==> src/hdl/glay_resp_cfg.svh <==
// Sizes for the response subsystem
// GLAY_LANE_W must cover GLAY_NUM_LANES
// GLAY_FIFO_DEPTH must be a power of two
// GLAY_PROG_THRESH leaves room for the input register and upstream reaction
`ifndef GLAY_RESP_CFG_SVH
`define GLAY_RESP_CFG_SVH

// ----------------------------------------
// Lanes
// ----------------------------------------
`define GLAY_NUM_LANES 4
`define GLAY_LANE_W 2

// Data word and sum width
`define GLAY_DATA_W 32

// ----------------------------------------
// Response FIFO
// ----------------------------------------
`define GLAY_FIFO_DEPTH 16
`define GLAY_PROG_THRESH 12

`endif
==> src/hdl/glay_resp_pkg.sv <==
// Types shared by the response subsystem
// Widths come from the cfg header
`include "glay_resp_cfg.svh"

package glay_resp_pkg;

  // ----------------------------------------
  // Plain vectors
  // ----------------------------------------
  // Destination lane of a beat
  typedef logic [`GLAY_LANE_W-1:0] lane_id_t;
  // Data word, also used for sums
  typedef logic [`GLAY_DATA_W-1:0] data_word_t;

  // ----------------------------------------
  // Packets
  // ----------------------------------------
  // One response beat, 35 bits with the default sizes
  typedef struct packed {
    lane_id_t   lane;
    logic       last;
    data_word_t data;
  } resp_payload_t;

  typedef struct packed {
    logic          valid;
    resp_payload_t payload;
  } resp_packet_t;

  // Finished vertex sum, tagged with its lane
  typedef struct packed {
    lane_id_t   lane;
    data_word_t sum;
  } lane_result_t;

  typedef struct packed {
    logic         valid;
    lane_result_t result;
  } result_packet_t;

  // ----------------------------------------
  // State machines
  // ----------------------------------------
  // Lane side of the four-phase handshake
  typedef enum logic [1:0] {IDLE, REQ, WAIT_DROP} hs_state_t;
  // Collector side
  typedef enum logic [1:0] {SCAN, ACK, RELEASE} col_state_t;

endpackage

==> src/hdl/glay_response_top.sv <==
// Response side of the overlay, router to lanes to collector
// Upstream must honour prog_full, there is no input ready
// Lane count fixed by GLAY_NUM_LANES
`timescale 1ns/1ps
`include "glay_resp_cfg.svh"

module glay_response_top import glay_resp_pkg::*; (
  input  logic           ap_clk,
  input  logic           areset_control,
  input  resp_packet_t   response_in,
  output logic           prog_full,
  output result_packet_t result_out,
  input  logic           result_ready
);

  resp_packet_t               lane_pkt [`GLAY_NUM_LANES];
  logic [`GLAY_NUM_LANES-1:0] lane_ready;
  logic [`GLAY_NUM_LANES-1:0] req;
  logic [`GLAY_NUM_LANES-1:0] ack;
  lane_result_t               lane_result [`GLAY_NUM_LANES];

  // ----------------------------------------
  // Input side
  // ----------------------------------------
  response_router i_router (
    .ap_clk         (ap_clk),
    .areset_control (areset_control),
    .response_in    (response_in),
    .lane_ready     (lane_ready),
    .lane_pkt       (lane_pkt),
    .prog_full      (prog_full)
  );

  // One accumulator per lane
  for (genvar i = 0; i < `GLAY_NUM_LANES; i++) begin : g_lane
    lane_accumulator i_lane (
      .ap_clk         (ap_clk),
      .areset_control (areset_control),
      .lane_pkt       (lane_pkt[i]),
      .lane_ready     (lane_ready[i]),
      .req            (req[i]),
      .ack            (ack[i]),
      .result         (lane_result[i])
    );
  end

  // Output side
  result_collector i_collector (
    .ap_clk         (ap_clk),
    .areset_control (areset_control),
    .req            (req),
    .result_in      (lane_result),
    .ack            (ack),
    .result_out     (result_out),
    .result_ready   (result_ready)
  );

endmodule

==> src/hdl/result_collector.sv <==
// Round-robin receiver of lane results over four-phase req/ack
// Drives one valid/ready result port from an output register
// Acks nobody while the output register is full and not taken
`timescale 1ns/1ps
`include "glay_resp_cfg.svh"

module result_collector import glay_resp_pkg::*; (
  input  logic                       ap_clk,
  input  logic                       areset_control,
  input  logic [`GLAY_NUM_LANES-1:0] req,
  input  lane_result_t               result_in [`GLAY_NUM_LANES],
  output logic [`GLAY_NUM_LANES-1:0] ack,
  output result_packet_t             result_out,
  input  logic                       result_ready
);

  col_state_t   state;
  lane_id_t     last_grant;
  lane_id_t     pick;
  logic         found;
  logic         out_free;
  logic         grant;
  logic         out_valid_q;
  lane_result_t out_res_q;

  // ----------------------------------------
  // Round-robin pick
  // ----------------------------------------
  // First requester after the last grant
  always_comb begin
    found = 1'b0;
    pick  = last_grant;
    for (int k = 1; k <= `GLAY_NUM_LANES; k++) begin
      if (!found && req[(int'(last_grant) + k) % `GLAY_NUM_LANES]) begin
        found = 1'b1;
        pick  = lane_id_t'((int'(last_grant) + k) % `GLAY_NUM_LANES);
      end
    end
  end

  // Output register empty or drained this cycle
  assign out_free = !out_valid_q || result_ready;
  assign grant    = (state == SCAN) && found && out_free;

  always_ff @(posedge ap_clk) begin
    if (areset_control) begin
      state      <= SCAN;
      ack        <= '0;
      // Lane 0 goes first
      last_grant <= lane_id_t'(`GLAY_NUM_LANES - 1);
    end else begin
      case (state)
        SCAN: if (grant) begin
          ack[pick]  <= 1'b1;
          last_grant <= pick;
          state      <= ACK;
        end
        ACK:     if (!req[last_grant]) state <= RELEASE;
        RELEASE: begin
          ack   <= '0;
          state <= SCAN;
        end
        default: state <= SCAN;
      endcase
    end
  end

  // ----------------------------------------
  // Output register
  // ----------------------------------------
  always_ff @(posedge ap_clk) begin
    if (areset_control) begin
      out_valid_q <= 1'b0;
    end else if (grant) begin
      out_valid_q <= 1'b1;
    end else if (result_ready) begin
      out_valid_q <= 1'b0;
    end
  end

  always_ff @(posedge ap_clk) begin
    if (grant) begin
      out_res_q <= result_in[pick];
    end
  end

  assign result_out = {out_valid_q, out_res_q};

  a_one_ack: assert property (@(posedge ap_clk) disable iff (areset_control)
    $onehot0(ack));
  // A lane keeps req up until it sees its ack
  a_req_held: assert property (@(posedge ap_clk) disable iff (areset_control)
    ($past(req) & ~$past(ack) & ~req) == '0);

endmodule

==> src/hdl/lane_accumulator.sv <==
// Sums the data words of one vertex until its last beat
// Offers the sum to the collector with a four-phase req/ack
// Takes no beat until the handshake has completed
`timescale 1ns/1ps

module lane_accumulator import glay_resp_pkg::*; (
  input  logic         ap_clk,
  input  logic         areset_control,
  input  resp_packet_t lane_pkt,
  output logic         lane_ready,
  output logic         req,
  input  logic         ack,
  output lane_result_t result
);

  hs_state_t  state;
  data_word_t sum;
  logic       last_beat;

  assign last_beat = lane_pkt.valid && lane_pkt.payload.last;

  // ----------------------------------------
  // Running sum
  // ----------------------------------------
  always_ff @(posedge ap_clk) begin
    if (areset_control) begin
      sum <= '0;
    end else if (last_beat) begin
      // Next vertex starts from zero
      sum <= '0;
    end else if (lane_pkt.valid) begin
      sum <= sum + lane_pkt.payload.data;
    end
  end

  // Final sum includes the last beat itself
  // Lane id taken from the beat
  always_ff @(posedge ap_clk) begin
    if (last_beat) begin
      result <= '{lane: lane_pkt.payload.lane, sum: sum + lane_pkt.payload.data};
    end
  end

  // ----------------------------------------
  // Four-phase handshake
  // ----------------------------------------
  always_ff @(posedge ap_clk) begin
    if (areset_control) begin
      state <= IDLE;
    end else begin
      case (state)
        IDLE:      if (last_beat) state <= REQ;
        REQ:       if (ack) state <= WAIT_DROP;
        // Wait for the collector to release ack
        WAIT_DROP: if (!ack) state <= IDLE;
        default:   state <= IDLE;
      endcase
    end
  end

  assign req        = (state == REQ);
  assign lane_ready = (state == IDLE);

  // Result held while offered
  a_result_stable: assert property (@(posedge ap_clk) disable iff (areset_control)
    req |=> (!req || $stable(result)));
  // Router respects lane_ready
  a_no_beat_busy: assert property (@(posedge ap_clk) disable iff (areset_control)
    lane_pkt.valid |-> lane_ready);

endmodule

==> src/hdl/response_router.sv <==
// Registers memory responses, buffers them and routes the head beat to its lane
// Upstream has no ready and must stop while prog_full is high
// The head blocks until its lane is ready, other lanes wait behind it
`timescale 1ns/1ps
`include "glay_resp_cfg.svh"

module response_router import glay_resp_pkg::*; (
  input  logic                       ap_clk,
  input  logic                       areset_control,
  input  resp_packet_t               response_in,
  input  logic [`GLAY_NUM_LANES-1:0] lane_ready,
  output resp_packet_t               lane_pkt [`GLAY_NUM_LANES],
  output logic                       prog_full
);

  logic                       in_valid_q;
  resp_payload_t              in_payload_q;
  resp_payload_t              fifo_head;
  logic                       fifo_rd;
  logic                       fifo_empty;
  logic                       head_ok;
  logic [`GLAY_NUM_LANES-1:0] pkt_valid;
  resp_payload_t              pkt_payload;

  // ----------------------------------------
  // Input register
  // ----------------------------------------
  always_ff @(posedge ap_clk) begin
    if (areset_control) begin
      in_valid_q <= 1'b0;
    end else begin
      in_valid_q <= response_in.valid;
    end
  end

  always_ff @(posedge ap_clk) begin
    in_payload_q <= response_in.payload;
  end

  // Push on the registered valid
  response_fifo i_fifo (
    .ap_clk         (ap_clk),
    .areset_control (areset_control),
    .din            (in_payload_q),
    .wr_en          (in_valid_q),
    .rd_en          (fifo_rd),
    .dout           (fifo_head),
    .dout_valid     (),
    .full           (),
    .empty          (fifo_empty),
    .prog_full      (prog_full)
  );

  // ----------------------------------------
  // Pop and lane decode
  // ----------------------------------------
  // Target lane ready and no beat to it leaving this cycle
  assign head_ok = lane_ready[fifo_head.lane] && !pkt_valid[fifo_head.lane];
  assign fifo_rd = !fifo_empty && head_ok;

  // One registered valid per lane
  always_ff @(posedge ap_clk) begin
    if (areset_control) begin
      pkt_valid <= '0;
    end else begin
      for (int i = 0; i < `GLAY_NUM_LANES; i++) begin
        pkt_valid[i] <= fifo_rd && (fifo_head.lane == lane_id_t'(i));
      end
    end
  end

  // Popped beat, held until the next pop
  always_ff @(posedge ap_clk) begin
    if (fifo_rd) begin
      pkt_payload <= fifo_head;
    end
  end

  // Payload fans out to every lane
  always_comb begin
    for (int i = 0; i < `GLAY_NUM_LANES; i++) begin
      lane_pkt[i] = {pkt_valid[i], pkt_payload};
    end
  end

  // Blocked head keeps its value until popped
  a_head_hold: assert property (@(posedge ap_clk) disable iff (areset_control)
    (!fifo_empty && !fifo_rd) |=> $stable(fifo_head));

endmodule

==> src/hdl/response_fifo.sv <==
// Synchronous register FIFO, depth a power of two
// dout always shows the head entry, registered
// dout_valid is high the cycle after a pop
// Writing while full or reading while empty is illegal
`timescale 1ns/1ps
`include "glay_resp_cfg.svh"

module response_fifo import glay_resp_pkg::*; (
  input  logic          ap_clk,
  input  logic          areset_control,
  input  resp_payload_t din,
  input  logic          wr_en,
  input  logic          rd_en,
  output resp_payload_t dout,
  output logic          dout_valid,
  output logic          full,
  output logic          empty,
  output logic          prog_full
);

  localparam int PTR_W = $clog2(`GLAY_FIFO_DEPTH);
  localparam int CNT_W = $clog2(`GLAY_FIFO_DEPTH + 1);

  resp_payload_t    mem [`GLAY_FIFO_DEPTH];
  logic [PTR_W-1:0] wr_ptr;
  logic [PTR_W-1:0] rd_ptr;
  logic [PTR_W-1:0] rd_ptr_nxt;
  logic [CNT_W-1:0] count;
  logic [CNT_W-1:0] count_nxt;

  // Pointer and fill level after this cycle
  assign rd_ptr_nxt = rd_en ? rd_ptr + 1'b1 : rd_ptr;
  assign count_nxt  = count + CNT_W'(wr_en) - CNT_W'(rd_en);

  always_ff @(posedge ap_clk) begin
    if (areset_control) begin
      wr_ptr     <= '0;
      rd_ptr     <= '0;
      count      <= '0;
      dout_valid <= 1'b0;
      prog_full  <= 1'b0;
    end else begin
      if (wr_en) begin
        wr_ptr <= wr_ptr + 1'b1;
      end
      rd_ptr     <= rd_ptr_nxt;
      count      <= count_nxt;
      dout_valid <= rd_en;
      // Registered from the next fill level
      prog_full  <= (count_nxt >= CNT_W'(`GLAY_PROG_THRESH));
    end
  end

  // Storage
  always_ff @(posedge ap_clk) begin
    if (wr_en) begin
      mem[wr_ptr] <= din;
    end
  end

  // Head register, write-through when the new beat becomes the head
  always_ff @(posedge ap_clk) begin
    if (wr_en && (wr_ptr == rd_ptr_nxt)) begin
      dout <= din;
    end else begin
      dout <= mem[rd_ptr_nxt];
    end
  end

  assign full  = (count == CNT_W'(`GLAY_FIFO_DEPTH));
  assign empty = (count == '0);

  a_no_write_full: assert property (@(posedge ap_clk) disable iff (areset_control)
    wr_en |-> !full);
  a_no_read_empty: assert property (@(posedge ap_clk) disable iff (areset_control)
    rd_en |-> !empty);

endmodule

==> config.mk <==
export PLATFORM = sky130hd
export DESIGN_NAME = glay_response_top
export DESIGN_NICKNAME = d
export VERILOG_FILES = /design/src/hdl/glay_resp_pkg.sv /design/src/hdl/glay_response_top.sv /design/src/hdl/result_collector.sv /design/src/hdl/lane_accumulator.sv /design/src/hdl/response_router.sv /design/src/hdl/response_fifo.sv
export VERILOG_INCLUDE_DIRS = /design/src /design/src/hdl
export SDC_FILE = /design/constraint.sdc
export NUM_CORES = 1
export LEC_CHECK = 0
export BUFFER_PORTS_ARGS = -buffer_cell sky130_fd_sc_hd__buf_2
export CAP_MARGIN = 20
export CORE_ASPECT_RATIO = 1.75
export CORE_UTILIZATION = 43
export CTS_CLUSTER_DIAMETER = 150
export DETAILED_ROUTE_END_ITERATION = 8
export GPL_ROUTABILITY_DRIVEN = 0
export SYNTH_ARGS = -nofsm -noshare
export SYNTH_HDL_FRONTEND = slang
export SYNTH_SLANG_ARGS = --single-unit
==> constraint.sdc <==
create_clock -name ap_clk -period 5.4 [get_ports ap_clk]
set_clock_uncertainty 0.05 [all_clocks]
set_input_delay 0 -clock ap_clk [delete_from_list [all_inputs] [get_ports ap_clk]]
set_output_delay 0 -clock ap_clk [all_outputs]
set_load 0.03 [all_outputs]
==> metrics.txt <==
RSZ-0062 raised after global routing false; htree depth 3; Commonest cells post-synth edfxtp_1, nor2_1, dfxtp_1, mux4_2, nand2_1; 1st-iter DRT viols 1,958; Util after Layout 0.494; Pint 17,100 uW; First-pass DRT Iterations 5; Yosys top cell area share 0.547; mapped cell area 0.0420 mm^2; R2R Setup Slk 1250 ps; DP Area 0.0439 mm^2; Fmax 241 MHz; Clock Power Share 0.251; Core Footprint 0.0967 mm^2; Slew headroom 0.302; WP data required 5910 ps; status finished clean; Syn Nets 2,998; Critical R2R Capture i_router.i_fifo.prog_full; Initial Util 0.434; PortBufs 74; Final setup viols 0; CTS tree done; WHS 86.3 ps; power per cell area 555 mW/mm^2; Post-Synthesis Cells 2,819; Synth area leaders edfxtp_1, dfxtp_1, mux4_2, ha_1, mux2i_1; GRT Total Usage 0.212; total CTS buffers 88; Setup crit start kind register; Antenna Nets Post-Route 0; Die W 238 um; vias in the first global route 25,678; critical path class reg -> reg; Reg2Reg Depth 17; # rows 151; Worst Setup End Kind register; via count 24,651; Hold WC Path Type in -> reg; final routed DRC violation total 0; Die H 415 um; #FFs+latches synth 968; Peak VDD IR 333 uV; Overflow after GRT 0; Finished Cell Area 0.0478 mm^2; WL per Instance 23.8 um; Psw 9360 uW; Routed WL 104,000 um; Sum Neg Setup Slack 0 ps; # clock sinks 968; critical path arrival 4660 ps; Skew-Pair Late Insertion Delay 700 ps; sequential-to-total area share from yosys stat 0.644; Main synth FF type edfxtp_1; count leader, synth edfxtp_1; # Post-CTS Setup Buffers 0; die area 0.0989 mm^2; Avg Inst Size Synth 14.9 um^2; max-slew violation count 0; YS warnings 0; Switching Fraction 0.353; Distinct cells, synth 74; final hold viol count 0; initial antenna violation count 0; final worst setup slack 1250 ps; Via density 5.67; CP Capture Point i_router.i_fifo.prog_full; Clock Pin Slew Worst Setup and Hold Paths 60 ps; number of synthesized flops with an enable pin 765; Post-layout nets 3,154; fillcell total 8,248; dpl hpwl 67,200 um; ys async rst share 0; I/O Pins 75; first-pass GRT wire length 157,000 um; post-route minimum period 4150 ps; CTS max path bufs 3; area leader, netlist edfxtp_1; Root Buffer clkbuf_16; n_diodes 0; Seq pwr share 0.390; layout cells sized above 1 0.162; Pleak 0.0168 uW; Max-Cap Viols 0; Slew @ Worst Pin 1040 ps; pre-CTS setup slack 1200 ps; Area Growth Syn to Fin 13.8%; Gate power share 0.359; Tcrit/Tclk final 0.768; pin count of the biggest net entering global routing 101; Critical Path Fanout Max 24
how the worst min path moves through the flow:
| stage | start | to | slack (ps) | cells past startpoint |
|---|---|---|---|---|
| 3_3_place_gp | response_in[8] | i_router.in_payload_q[8] | 50 | 1 |
| 2_1_floorplan | response_in[0] | i_router.in_payload_q[0] | -20 | 0 |
| 6_report | result_ready | i_collector.out_valid_q | 90 | 4 |
| 4_1_cts | result_ready | i_collector.out_valid_q | 50 | 4 |
| 3_5_place_dp | response_in[0] | i_router.in_payload_q[0] | 50 | 1 |
| 5_1_grt | result_ready | i_collector.out_valid_q | 130 | 4 |
layout by cell type (no fill, tap or decap), types with 61 or more instances in the layout:
cell type      instances
buf_2                 74
edfxtp_1             765
mux4_2               176
dlygate4sd3_1         74
nor2_1               204
dfxtp_1              195
inv_1                 61
a21o_1                69
nand2_1              144
xnor2_1               79
mux2i_1              108
ha_1                 135
a21oi_1              115
o21ai_0               62
clkbuf_16             89
stage by stage:
step                      std cells  power [uW]
after floorplan                2819       17200
after global placement         4110       19800
after detailed placement       4110       20000
after CTS                      4350       26700
after global routing           4351       27900
final                          4351       26500
layer usage:
metal | track usage | share of wire | vias to the layer above
met2 | 0.402 | 0.55 | 690
met3 | 0.0232 | 0.037 | 215
met1 | 0.235 | 0.37 | 12514
met4 | 0.0917 | 0.039 | 0
li1 | - | - | 11232
met5 | 0 | 0 | -
layout make-up:
class	count	area [um^2]	share of cell area
clock buffer	117	2420	0.0507
clock inverter	49	666	0.0139
inverter	64	240	0.00503
multi-input combinational	1659	14300	0.299
sequential	968	27100	0.566
tap	1300	1630	0.0341
timing repair buffer	194	1500	0.0314
flip-flops by register name (all words and copies together) (netlist names), named ones only:
register,cells
g_lane.i_lane.result,136
g_lane.i_lane.state,8
g_lane.i_lane.sum,128
i_collector.ack,4
i_collector.last_grant,2
i_collector.out_valid_q,1
i_collector.result_out,34
i_collector.state,2
i_router.i_fifo.count,5
i_router.i_fifo.mem,560
i_router.i_fifo.prog_full,1
i_router.i_fifo.rd_ptr,4
i_router.i_fifo.wr_ptr,4
i_router.in_payload_q,35
i_router.in_valid_q,1
i_router.lane_pkt,35
i_router.pkt_valid,4
critical path, stage by stage (launching register included):
cell	delay, ps
dfxtp_4	670
mux4_2	580
mux4_2	580
mux2i_1	160
mux2i_1	200
o41ai_2	180
inv_2	90
ha_1	220
inv_1	60
ha_1	150
inv_1	60
fa_1	410
inv_1	70
a21oi_1	60
nor2_1	100
nor2_1	60
xnor2_1	180
o21ai_0	100
kinds of logic (layout without fill, tap and decap cells):
logic type / Yosys count / count (layout) / synth area share
flops: 968 / 968 / 0.644
simple gates: 623 / 623 / 0.0722
compound gates: 492 / 492 / 0.0781
mux: 287 / 287 / 0.121
buf+inv: 192 / 424 / 0.0176
fa+ha+maj: 140 / 140 / 0.0426
xor+xnor: 117 / 117 / 0.0246
power by group through the flow:
stage	registers [uW]	clock network (uW)	logic, uW
5_1_grt	10400	7050	10400
4_1_cts	10400	6800	9570
2_1_floorplan	10300	0	6840
3_5_place_dp	10500	0	9500
6_report	10300	6660	9510
3_3_place_gp	10500	0	9290
timing repair:
item,4_1_cts,5_1_grt
hold buffers,74,0
endpoints found under the hold margin,45,0
resized for setup,0,0
Note: power is estimated with default switching activity, not from simulation.
